==> config.mk <==
export PLATFORM = sky130hd
export DESIGN_NAME = jsp_top
export DESIGN_NICKNAME = d
export VERILOG_FILES = /design/src/hdl/jsp_pkg.sv /design/src/hdl/jsp_byte_fifo.sv /design/src/hdl/jsp_rx_ctrl.sv /design/src/hdl/jsp_tx_ctrl.sv /design/src/hdl/jsp_top.sv
export SDC_FILE = /design/constraint.sdc
export NUM_CORES = 1
export LEC_CHECK = 0
export BUFFER_PORTS_ARGS = -buffer_cell sky130_fd_sc_hd__buf_2
export CAP_MARGIN = 25
export CORE_ASPECT_RATIO = 0.6
export CORE_UTILIZATION = 56
export DETAILED_ROUTE_END_ITERATION = 7
export PLACE_DENSITY_LB_ADDON = 0.12
export RECOVER_POWER = 50
export SLEW_MARGIN = 20
export SYNTH_ARGS = -nofsm -noshare
export SYNTH_HDL_FRONTEND = slang
export SYNTH_HIERARCHICAL = 1
export SYNTH_SLANG_ARGS = --single-unit
==> constraint.sdc <==
create_clock -name tck_i -period 2.8 [get_ports tck_i]
set_input_delay 0.56 -clock tck_i [delete_from_list [all_inputs] [get_ports tck_i]]
set_output_delay 0.56 -clock tck_i [all_outputs]
set_load 0.05 [all_outputs]
==> src/hdl/jsp_pkg.sv <==
////////////////////////////////////////
// Widths, types and FSM states of the JTAG serial port
// Imported by wildcard into every RTL module of the port
////////////////////////////////////////
package jsp_pkg;

  ////////////////////////////////////////
  // Sizes
  localparam int JSP_FIFO_DEPTH = 8;                     // Bytes held by each FIFO
  localparam int JSP_BYTE_BITS  = 8;                     // Bits per shifted byte
  localparam int JSP_PTR_BITS   = $clog2(JSP_FIFO_DEPTH); // FIFO pointer width

  ////////////////////////////////////////
  // Data types
  typedef logic [3:0] jsp_count_t;                 // Byte count 0..8, or bit index
  typedef logic [JSP_BYTE_BITS-1:0] jsp_byte_t;    // One data byte

  // Two count nibbles packed into one byte
  typedef struct packed {
    jsp_count_t hi;  // Header user count, or status bytes available
    jsp_count_t lo;  // Status free space, ignored in a header
  } jsp_nibbles_t;

  // A shifted byte is either payload or a header/status word
  typedef union packed {
    jsp_byte_t    data;
    jsp_nibbles_t nib;
  } jsp_word_u;

  // Byte stream, ready runs the other way
  typedef struct packed {
    logic      valid;
    jsp_byte_t data;
  } jsp_stream_t;

  // TAP state as decoded for this data register
  typedef struct packed {
    logic capture;  // Capture-DR
    logic shift;    // Shift-DR
    logic update;   // Update-DR
    logic select;   // Our register is in the chain
  } jsp_tap_t;

  ////////////////////////////////////////
  // FSM states
  typedef enum logic [1:0] {RX_IDLE, RX_WAIT, RX_COUNTS, RX_XFER} jsp_rx_state_e;
  typedef enum logic [1:0] {TX_IDLE, TX_COUNTS, TX_RDACK, TX_XFER} jsp_tx_state_e;

endpackage

==> src/hdl/jsp_byte_fifo.sv <==
////////////////////////////////////////
// Byte FIFO with valid/ready on both ports
// Also reports its occupancy for the status byte
////////////////////////////////////////
`timescale 1ns/1ps

module jsp_byte_fifo
  import jsp_pkg::*;
(
  input  logic        tck_i,
  input  logic        rst_i,
  input  jsp_stream_t wr_i,        // Write side
  output logic        wr_ready_o,  // Low when full
  output jsp_stream_t rd_o,        // Head of queue
  input  logic        rd_ready_i,  // Pop request
  output jsp_count_t  count_o      // Bytes stored
);

  jsp_byte_t               mem_q [JSP_FIFO_DEPTH];  // Storage
  logic [JSP_PTR_BITS-1:0] wr_ptr_q;                // Next free slot
  logic [JSP_PTR_BITS-1:0] rd_ptr_q;                // Oldest byte
  jsp_count_t              count_q;                 // Occupancy
  logic                    full;
  logic                    empty;
  logic                    push;
  logic                    pop;

  assign full  = (count_q == jsp_count_t'(JSP_FIFO_DEPTH));
  assign empty = (count_q == '0);
  assign push  = wr_i.valid && !full;  // Write refused when full
  assign pop   = rd_ready_i && !empty;

  // Storage
  always_ff @(posedge tck_i) begin
    if (push) mem_q[wr_ptr_q] <= wr_i.data;
  end

  // Pointers wrap naturally, depth is a power of two
  always_ff @(posedge tck_i or posedge rst_i) begin
    if (rst_i) begin
      wr_ptr_q <= '0;
      rd_ptr_q <= '0;
      count_q  <= '0;
    end else begin
      if (push) wr_ptr_q <= wr_ptr_q + 1'b1;
      if (pop)  rd_ptr_q <= rd_ptr_q + 1'b1;
      case ({push, pop})
        2'b10:   count_q <= count_q + 1'b1;
        2'b01:   count_q <= count_q - 1'b1;
        default: ;                           // Both or neither, count holds
      endcase
    end
  end

  assign wr_ready_o = !full;
  assign rd_o.valid = !empty;
  assign rd_o.data  = mem_q[rd_ptr_q];  // Head visible one cycle after push
  assign count_o    = count_q;

endmodule

==> src/hdl/jsp_rx_ctrl.sv <==
////////////////////////////////////////
// Write path, host to system
// Waits for a start bit, decodes the header and pushes data bytes
////////////////////////////////////////
`timescale 1ns/1ps

module jsp_rx_ctrl
  import jsp_pkg::*;
(
  input  logic        tck_i,
  input  logic        rst_i,
  input  logic        tdi_i,       // Serial data from the host
  input  jsp_tap_t    tap_i,
  input  jsp_count_t  rx_count_i,  // Bytes sitting in the rx FIFO
  output jsp_stream_t push_o       // One strobe per accepted byte
);

  jsp_rx_state_e state_q;
  jsp_rx_state_e state_d;
  jsp_count_t    bit_cnt_q;  // Bits taken into the current byte
  jsp_count_t    space_q;    // Free rx FIFO bytes as sampled at capture
  jsp_count_t    user_q;     // Bytes the host still means to send
  jsp_byte_t     shift_q;    // Receive shift register filled LSB first
  jsp_word_u     word;       // Byte as it stands after this shift edge
  logic          start;
  logic          shift_en;
  logic          bit_last;
  logic          hdr_done;
  logic          accept;

  ////////////////////////////////////////
  // Decode

  // Incoming bit enters at the top, so the first bit ends up as bit 0
  always_comb begin
    word.data = {tdi_i, shift_q[JSP_BYTE_BITS-1:1]};
  end

  assign start    = (state_q == RX_IDLE) && tap_i.select && tap_i.capture;
  assign shift_en = tap_i.shift && ((state_q == RX_COUNTS) || (state_q == RX_XFER));
  assign bit_last = (bit_cnt_q == jsp_count_t'(JSP_BYTE_BITS - 1));
  assign hdr_done = shift_en && bit_last && (state_q == RX_COUNTS);

  // A data byte only goes through while both budgets last
  assign accept = shift_en && bit_last && (state_q == RX_XFER)
                  && (space_q != '0) && (user_q != '0);

  ////////////////////////////////////////
  // FSM

  always_comb begin
    state_d = state_q;
    case (state_q)
      RX_IDLE: begin
        if (tap_i.select && tap_i.capture) state_d = RX_WAIT;
      end
      RX_WAIT: begin
        if (tap_i.update)                state_d = RX_IDLE;
        else if (tap_i.shift && tdi_i)   state_d = RX_COUNTS;  // Start bit seen
      end
      RX_COUNTS: begin
        if (tap_i.update)                state_d = RX_IDLE;
        else if (hdr_done)               state_d = RX_XFER;    // Header complete
      end
      RX_XFER: begin
        if (tap_i.update)                state_d = RX_IDLE;
      end
      default: state_d = RX_IDLE;
    endcase
  end

  always_ff @(posedge tck_i or posedge rst_i) begin
    if (rst_i) begin
      state_q   <= RX_IDLE;
      bit_cnt_q <= '0;
      space_q   <= '0;
      user_q    <= '0;
    end else begin
      state_q <= state_d;

      // Bit counter restarts at capture and after every byte
      if (start)
        bit_cnt_q <= '0;
      else if (shift_en)
        bit_cnt_q <= bit_last ? '0 : bit_cnt_q + 1'b1;

      // Space budget
      if (start)
        space_q <= jsp_count_t'(JSP_FIFO_DEPTH) - rx_count_i;
      else if (accept)
        space_q <= space_q - 1'b1;

      // User budget from the header hi nibble
      if (hdr_done)
        user_q <= word.nib.hi;
      else if (accept)
        user_q <= user_q - 1'b1;
    end
  end

  // Header and data bits both pass through here
  always_ff @(posedge tck_i) begin
    if (shift_en) shift_q <= word.data;
  end

  assign push_o.valid = accept;     // FIFO has room by construction
  assign push_o.data  = word.data;

endmodule

==> src/hdl/jsp_tx_ctrl.sv <==
////////////////////////////////////////
// Read path, system to host
// Sends the status byte, then the queued bytes on TDO
////////////////////////////////////////
`timescale 1ns/1ps

module jsp_tx_ctrl
  import jsp_pkg::*;
(
  input  logic        tck_i,
  input  logic        rst_i,
  input  jsp_tap_t    tap_i,
  input  jsp_count_t  rx_count_i,  // Occupancy of the rx FIFO
  input  jsp_count_t  tx_count_i,  // Occupancy of the tx FIFO
  input  jsp_stream_t head_i,      // Head of the tx FIFO
  output logic        pop_o,       // Acknowledge the head byte
  output logic        tdo_o
);

  jsp_tx_state_e state_q;
  jsp_tx_state_e state_d;
  jsp_count_t    bit_cnt_q;  // Bits sent from the current byte
  jsp_count_t    out_cnt_q;  // Bytes still to hand to the host
  jsp_byte_t     out_q;      // Output shift register
  jsp_word_u     status;     // Status byte built at capture
  logic          start;
  logic          shift_en;
  logic          bit_last;
  logic          cnt_zero;
  logic          load_head;
  logic          xfer_dec;

  ////////////////////////////////////////
  // Status byte and decode

  always_comb begin
    status.nib.hi = tx_count_i;                                // Bytes waiting for the host
    status.nib.lo = jsp_count_t'(JSP_FIFO_DEPTH) - rx_count_i; // Room for host bytes
  end

  assign start    = (state_q == TX_IDLE) && tap_i.select && tap_i.capture;
  assign shift_en = tap_i.shift && (state_q != TX_IDLE);  // Pause and exit do nothing
  assign bit_last = (bit_cnt_q == jsp_count_t'(JSP_BYTE_BITS - 1));
  assign cnt_zero = (out_cnt_q == '0);

  // Next byte latched at the end of a byte and acknowledged one edge later
  assign load_head = shift_en && bit_last && !cnt_zero
                     && ((state_q == TX_COUNTS) || (state_q == TX_XFER));
  assign xfer_dec  = load_head && (state_q == TX_XFER);

  // No pop once the byte budget is spent
  assign pop_o = shift_en && (state_q == TX_RDACK) && !cnt_zero && head_i.valid;

  ////////////////////////////////////////
  // FSM

  always_comb begin
    state_d = state_q;
    case (state_q)
      TX_IDLE: begin
        if (tap_i.select && tap_i.capture) state_d = TX_COUNTS;
      end
      TX_COUNTS: begin
        if (tap_i.update)                  state_d = TX_IDLE;
        else if (shift_en && bit_last)     state_d = TX_RDACK;  // Status byte out
      end
      TX_RDACK: begin
        if (tap_i.update)                  state_d = TX_IDLE;
        else if (shift_en)                 state_d = TX_XFER;   // One edge only
      end
      TX_XFER: begin
        if (tap_i.update)                  state_d = TX_IDLE;
        else if (shift_en && bit_last)     state_d = TX_RDACK;
      end
      default: state_d = TX_IDLE;
    endcase
  end

  always_ff @(posedge tck_i or posedge rst_i) begin
    if (rst_i) begin
      state_q   <= TX_IDLE;
      bit_cnt_q <= '0;
      out_cnt_q <= '0;
      out_q     <= '0;  // TDO idles low until the first capture
    end else begin
      state_q <= state_d;

      if (start)
        bit_cnt_q <= '0;
      else if (shift_en)
        bit_cnt_q <= bit_last ? '0 : bit_cnt_q + 1'b1;

      // Byte budget
      if (start)
        out_cnt_q <= tx_count_i;
      else if (xfer_dec)
        out_cnt_q <= out_cnt_q - 1'b1;

      // Parallel load wins over shift
      if (start)
        out_q <= status.data;
      else if (load_head)
        out_q <= head_i.data;
      else if (shift_en)
        out_q <= {1'b0, out_q[JSP_BYTE_BITS-1:1]};
    end
  end

  assign tdo_o = out_q[0];  // LSB first

endmodule

==> src/hdl/jsp_top.sv <==
////////////////////////////////////////
// JTAG serial port top, joins both paths to their FIFOs
////////////////////////////////////////
`timescale 1ns/1ps

module jsp_top
  import jsp_pkg::*;
(
  input  logic        tck_i,
  input  logic        rst_i,
  input  logic        tdi_i,
  input  jsp_tap_t    tap_i,       // Decoded TAP state
  output logic        tdo_o,
  output jsp_stream_t rx_o,        // Host bytes to the system
  input  logic        rx_ready_i,
  input  jsp_stream_t tx_i,        // System bytes to the host
  output logic        tx_ready_o
);

  jsp_stream_t rx_push;   // Write path into rx FIFO
  jsp_stream_t tx_head;   // Head of tx FIFO to read path
  logic        tx_pop;
  jsp_count_t  rx_count;
  jsp_count_t  tx_count;

  ////////////////////////////////////////
  // Host to system

  jsp_rx_ctrl u_rx_ctrl (
    .tck_i      (tck_i),
    .rst_i      (rst_i),
    .tdi_i      (tdi_i),
    .tap_i      (tap_i),
    .rx_count_i (rx_count),
    .push_o     (rx_push)
  );

  // Ready not needed, pushes stay within the sampled space
  jsp_byte_fifo u_rx_fifo (
    .tck_i      (tck_i),
    .rst_i      (rst_i),
    .wr_i       (rx_push),
    .wr_ready_o (),
    .rd_o       (rx_o),
    .rd_ready_i (rx_ready_i),
    .count_o    (rx_count)
  );

  ////////////////////////////////////////
  // System to host

  jsp_byte_fifo u_tx_fifo (
    .tck_i      (tck_i),
    .rst_i      (rst_i),
    .wr_i       (tx_i),
    .wr_ready_o (tx_ready_o),
    .rd_o       (tx_head),
    .rd_ready_i (tx_pop),
    .count_o    (tx_count)
  );

  jsp_tx_ctrl u_tx_ctrl (
    .tck_i      (tck_i),
    .rst_i      (rst_i),
    .tap_i      (tap_i),
    .rx_count_i (rx_count),
    .tx_count_i (tx_count),
    .head_i     (tx_head),
    .pop_o      (tx_pop),
    .tdo_o      (tdo_o)
  );

endmodule

==> metrics, run 1 <==
outcome finished, final reports clean; Worst-path clk slew 0.08 ns; Max-slew headroom between 40% and 50%; via count 4754; Cells after Synth roughly 530; final hold viol count 0; worst min path class primary input to asynchronous set/reset pin; # port buffers 27; predominant post-synthesis flop cell edfxtp_1; Die Width roughly 160 um; WS Path Type flip-flop to flip-flop; post-detail-place hpwl around 11 mm; # IOs 28; Net Count, Synth roughly 560; endpoints failing setup 0; initial antenna violation count 0; fin crit share 97.5%; largest net degree at the start of global routing 23; clock latency at the later pin of the worst-skew pair 0.43 ns; clock tree from TritonCTS done; minimum clock period about 2.7 ns; most instantiated library cell after synthesis edfxtp_1; DRC violation total after the first TritonRoute iteration between 200 and 300; CTS Buf Count 17; GRT Total Usage around 23%; DR vias/cell between 5 and 6; Async S/R FF share, synth approximately 28%; VDD IR max 0.000462 V; Post-DP Area between 0.008 and 0.009 mm^2; Final Skew between 0.01 and 0.015 ns; list of most frequent post-synthesis cells edfxtp_1 (135), dfrtp_1 (52), mux4_1 (32); Final ANT Viol Nets 0; clock sinks roughly 190; number of synthesized flops with an enable pin approximately 140; Layout area overhead 15.4%; Yosys top cell area share 48.6%; CP max-delay cell or4b_2; H-tree Lvls 4; post-synthesis sequential element count about 190; Layout Nets 630; Syn Area/Cell 15.9 um^2; std cell rows 34; worst-margin pin slew between 0.7 and 0.8 ns; DRC viols 0; layout cell share with drive strength beyond 1 23.9%; worst path required time 3.09 ns; CP endpoint kind flip-flop; CTS max path bufs 2; grt ovf 0; Final Max Slew Viols 0; DR WL/cell about 20 um; FMAX about 370 MHz; Yosys cell types 68; Post-Route Setup TNS 0 ns; Initial Util ~58%; first-pass GRT wire length about 26 mm; Yosys warnings 6; leading area contributor after synthesis edfxtp_1; PD cells between 800 and 900 mW/mm^2; post-synthesis sequential area ratio 64.1%; Synth area leaders edfxtp_1 (49%), dfrtp_1 (16%), mux4_1 (10%); root buf cell clkbuf_16; Total Wirelength around 16 mm; Core Box Area between 0.01 and 0.015 mm^2; unrepaired setup endpoints after global routing yes; hold buffers post-CTS 0; Vert. Die Dim just under 100 um; Worst setup SP type flip-flop; Placer Congestion a little under 0.8; crit path max fanout 5; leakage power 0.00360 uW; vias in the first global route around 4700; # diodes 0; design area a little under 0.01 mm^2; mapped cell area approximately 0.0083 mm^2; cell mode on critical path ha_2; slowest stage delay, CP approximately 0.60 ns; Data arrival, critical path 3.03 ns; die area approximately 0.015 mm^2; max cap viols 0; drt first pass iters 4; crit path cell chain inv_2 -> ha_2 -> or3b_4 -> and4b_1 -> nand2_1 -> inv_1 -> ha_2 -> ha_4 -> or4b_2 -> o311ai_1 -> o211ai_1
power by group:
part | switching [uW] | total, uW | internal, uW | leakage [uW]
Combinational | 1260 | 2230 | 968 | 0.00141
Sequential | 299 | 3630 | 3330 | 0.00187
Clock | 1220 | 2550 | 1330 | 0.000316
Total | 2780 | 8420 | 5630 | 0.00360
logic make-up (layout without fill, tap and decap cells):
group | Yosys count | count (layout) | share of synthesized area [%]
simple gates | 133 | 133 | 9.17
buf+inv | 51 | 133 | 3.18
mux | 60 | 60 | 13.8
compound gates | 52 | 52 | 4.29
flops | 187 | 187 | 64.1
xor+xnor | 23 | 23 | 2.41
fa+ha+maj | 19 | 19 | 3.03
layout by cell type (no fill, tap or decap), types with 17 or more instances in the layout:
master and instances:
inv_1 26, buf_4 45, nor2_1 26, buf_2 17, mux2_2 22, edfxtp_1 135, mux4_1 32, nand2_1 29
dfrtp_1 51, nand3_1 23, clkbuf_16 17
worst max-delay path, delay by kind of cell (launching register included):
kind / cells / cell delay [ns]
AOI/OAI and AO/OA: 2 / 0.26
adders and majority gates: 3 / 0.57
buffers and inverters: 2 / 0.12
DFF: 1 / 0.39
and+or+nand+nor: 4 / 1.26
worst paths after layout:
path                                                to  depth (start not counted)              startpoint  slack (ns)
worst max-delay path              u_tx_fifo/count_o[3]                         11  u_tx_ctrl/out_cnt_q[0]        0.07
worst min-delay path             u_tx_fifo/wr_ptr_q[1]                          2                   rst_i        0.18
worst max register to register    u_tx_fifo/count_o[3]                         11  u_tx_ctrl/out_cnt_q[0]        0.07
worst min register to register  u_rx_ctrl/bit_cnt_q[3]                          1  u_rx_ctrl/bit_cnt_q[3]        0.49
max in group asynchronous       u_tx_ctrl/bit_cnt_q[3]                          2                   rst_i        2.04
min in group tck_i                u_rx_ctrl/state_q[1]                          2                tap_i[1]        0.33
sequential cells by signal, indices dropped and copies added, names as in the netlist, 4 cells and up:
signal and flops:
u_rx_ctrl/space_q 4, u_tx_ctrl/bit_cnt_q 4, u_rx_fifo/count_o 4, u_tx_ctrl/out_cnt_q 4
u_rx_fifo/mem_q 64, u_rx_ctrl/shift_q 7, u_tx_fifo/mem_q 64, u_rx_ctrl/bit_cnt_q 4
u_tx_ctrl/out_q 8, u_rx_ctrl/user_q 4, u_tx_fifo/count_o 4
final cells by class:
| type | instances | area (um^2) |
|---|---|---|
| Tap cell | 198 | 248 |
| Clock buffer | 17 | 425 |
| Inverter | 29 | 109 |
| Sequential cell | 187 | 5360 |
| Multi-Input combinational cell | 287 | 2810 |
| Clock inverter | 15 | 230 |
| Fill cell | 972 | 4870 |
| Timing Repair Buffer | 72 | 460 |
timing repair:
action | 4_1_cts | 5_1_grt
pin swaps | 0 | 5
setup endpoints to repair | 2 | 9
resized for setup | 3 | 12
setup buffers | 0 | 9
per-layer routing:
metal	vias to the layer above	wire (um)	track usage, %
li1	2185	-	-
met1	2421	7930	33.0
met2	135	7350	35.0
met3	13	1030	5.51
met4	0	131	6.49
met5	-	0	0
through the flow:
stage / cells / hold WS, ns / setup WS (ns) / utilization (%) / power, uW
3_3_place_gp: 764 / 0.456 / 0.110 / 61.2 / 5760
5_1_grt: 805 / 0.204 / -0.0188 / 66.4 / 8830
2_1_floorplan: 525 / 0.400 / -0.0715 / - / 5260
4_1_cts: 796 / 0.159 / 0.0163 / 65.8 / 8430
3_5_place_dp: 764 / 0.478 / -0.0251 / 61.2 / 5860
6_report: 805 / 0.183 / 0.0692 / 66.4 / 8420
No activity file was read; power rests on OpenSTA's default activity.
==> run 2, diff against run 1 <==
--- a/config.mk
+++ b/config.mk
@@ -10,8 +10,9 @@
 export CORE_ASPECT_RATIO = 0.6
 export CORE_UTILIZATION = 56
 export DETAILED_ROUTE_END_ITERATION = 7
-export PLACE_DENSITY_LB_ADDON = 0.12
+export PLACE_DENSITY = 0.76
 export RECOVER_POWER = 50
+export REMOVE_ABC_BUFFERS = 1
 export SLEW_MARGIN = 20
 export SYNTH_ARGS = -nofsm -noshare
 export SYNTH_HDL_FRONTEND = slang
==> run 2 against run 1 <==
- wire length up 0.11%
- final cell count down 0.62%
- register-to-register slack better by 0.02 ns
- critical endpoint is now u_rx_fifo/count_o[3]
- first-iteration DRC count up 45%
- flip-flop and latch count unchanged
- sequential power about the same
- utilization down 1.2 points
- largest cell class unchanged
- design area down 1.8%
- count of clock-buffer cells in the layout unchanged
==> metrics, run 2 (same netlist as run 1, synthesis figures left out) <==
DR WL/cell 20.6 um (+0.74%); clock network fraction of total power 27.9% (-2.4 points); Core Box Area 0.0145 mm^2 (unchanged); CTS Buf Count 17 (unchanged); Logic pwr share 27.4% (+0.9 points); max cap viols 0 (unchanged); Internal 5450 uW (-3.2%); CTS max path bufs 2 (unchanged); clock sinks 187 (unchanged); PD cells 857 mW/mm^2 (-1.8%); worst-margin pin slew 0.975 ns (+0.193 ns); WS Path Type flip-flop to flip-flop; via count 4876 (+2.6%); Worst setup SP type flip-flop; grt ovf 0 (unchanged); DR vias/cell 6.10 (+3.2%); endpoints failing setup 0 (unchanged); drt first pass iters 5 (+1); DRC violation total after the first TritonRoute iteration 417 (+45%); clock latency at the later pin of the worst-skew pair 0.43 ns (about the same); vias in the first global route 4788 (+1.2%); die area 0.0154 mm^2 (unchanged); Vert. Die Dim 96.6 um (unchanged); # IOs 28 (unchanged); Placer Congestion 0.816 (+6.0%); outcome finished, final reports clean; post-detail-place hpwl 11.0 mm (+0.35%); placed cells 765 (+0.13%); Reg power frac 44.8% (+1.6 points); FMAX 369 MHz (+0.76%); unrepaired setup endpoints after global routing yes; Final Skew 0.0127 ns (+0.00132 ns); sw power 2660 uW (-4.6%); Final Max Slew Viols 0 (unchanged); # diodes 0 (unchanged); root buf cell clkbuf_16; design area 0.00946 mm^2 (-1.8%); layout cell share with drive strength beyond 1 21.9% (-2.0 points); H-tree Lvls 4 (unchanged); Data arrival, critical path 3.01 ns (-0.02 ns); Initial Util 57.6% (unchanged); Post-Route Setup TNS 0 ns (unchanged); first-pass GRT wire length 25.7 mm (about the same); Multi-input gate area 0.00275 mm^2 (-2.0%); register area 0.00536 mm^2 (unchanged); # port buffers 27 (unchanged); worst min path class primary input to asynchronous set/reset pin; largest net degree at the start of global routing 19 (-17%); CP endpoint kind flip-flop; Layout area overhead 13.3%; Post-DP Area 0.00887 mm^2 (-0.16%); initial antenna violation count 0 (unchanged); most common cell after layout, fill and taps aside edfxtp_1; leakage power 0.00354 uW (-1.7%); clock tree from TritonCTS done; VDD IR max 0.000514 V (+11%); Max-slew headroom 34.7% (-13 points); DRC viols 0 (unchanged); std cell rows 34 (unchanged); Layout Nets 625 (-0.79%); Worst-path clk slew 0.07 ns (about the same); worst path required time 3.10 ns (about the same); final hold viol count 0 (unchanged); Largest regs u_rx_fifo/mem_q: 64 flops, u_tx_fifo/mem_q: 64 flops, u_tx_ctrl/out_q: 8 flops; filler instances 970 (-0.21%); switch share 32.7% (-0.31 points); Final ANT Viol Nets 0 (unchanged); GRT Total Usage 22.6% (-0.24 points); post-route insts no fill 800 (-0.62%); Die Width 160 um (unchanged); minimum clock period 2.71 ns (-0.0205 ns); most frequent cells in the layout edfxtp_1 (135), dfrtp_1 (51), buf_4 (37); fin crit share 96.8% (-0.73 points); Total Wirelength 16.5 mm (+0.11%); crit path max fanout 4 (-1); final hold slack 0.218 ns (+0.0354 ns)
run 2: changes by cell type in the layout (fill, tap and decap cells not counted), sizes merged:
| cell | delta |
|---|---|
| inv | -2 |
| clkinvlp | +1 |
| clkinv | +2 |
| bufinv | -1 |
| clkbuf | +1 |
| buf | -6 |
run 2: worst max-delay path, stage by stage (launching register included):
cell and delay, ns:
dfrtp_1 0.39, inv_1 0.09, ha_2 0.18, or3b_4 0.41, nand4_4 0.11, inv_2 0.06, nand2_4 0.07, ha_2 0.19
ha_1 0.23, or4b_2 0.61, o311ai_0 0.12, o211ai_1 0.12
run 2: routing by layer:
metal / up-vias / track usage [%] / wire length, um
met5: - / 0 / 0
met4: 0 / 7.21 / 158
met2: 151 / 34.2 / 7390
li1: 2179 / - / -
met3: 16 / 4.99 / 885
met1: 2530 / 33.1 / 8020
run 2: power groups by stage:
stage	combinational, uW	clock (uW)	sequential [uW]
floorplan	1470	0	3690
global placement	2090	0	3650
detailed placement	2180	0	3680
CTS	2200	2290	3630
global route	2420	2390	3680
finish	2220	2260	3630
run 2: layout make-up:
| class | instances | area share, % |
|---|---|---|
| timing repair buffer | 67 | 4.60 |
| multi-input combinational | 287 | 29.1 |
| clock buffer | 17 | 4.50 |
| sequential | 187 | 56.6 |
| inverter | 29 | 1.15 |
| clock inverter | 15 | 1.40 |
| tap | 198 | 2.62 |
run 2: final timing paths:
check | cells past startpoint | slack (ns) | from | end
min reg2reg | 1 | 0.51 | u_rx_ctrl/bit_cnt_q[3] | u_rx_ctrl/bit_cnt_q[3]
max reg2reg | 11 | 0.09 | u_rx_ctrl/user_q[1] | u_rx_fifo/count_o[3]
min in group tck_i | 2 | 0.34 | tap_i[1] | u_tx_ctrl/state_q[1]
min | 2 | 0.22 | rst_i | u_tx_fifo/rd_ptr_q[2]
max in group asynchronous | 2 | 1.95 | rst_i | u_tx_ctrl/bit_cnt_q[0]
max | 11 | 0.09 | u_rx_ctrl/user_q[1] | u_rx_fifo/count_o[3]
run 2: metrics by stage:
stage	utilization [%]	worst slack, ns	power (uW)
floorplan	-	-0.198	5160
global placement	61.1	0.0580	5740
detailed placement	61.1	-0.0271	5860
CTS	65.0	0.00442	8110
global route	65.2	-0.0294	8490
finish	65.2	0.0897	8110
run 2: repair_timing:
action | 4_1_cts | 5_1_grt
resized for setup | 2 | 10
setup endpoints to repair | 1 | 10
pin swaps | 0 | 3
hold buffers | 0 | 0
buffers inserted | 0 | 2
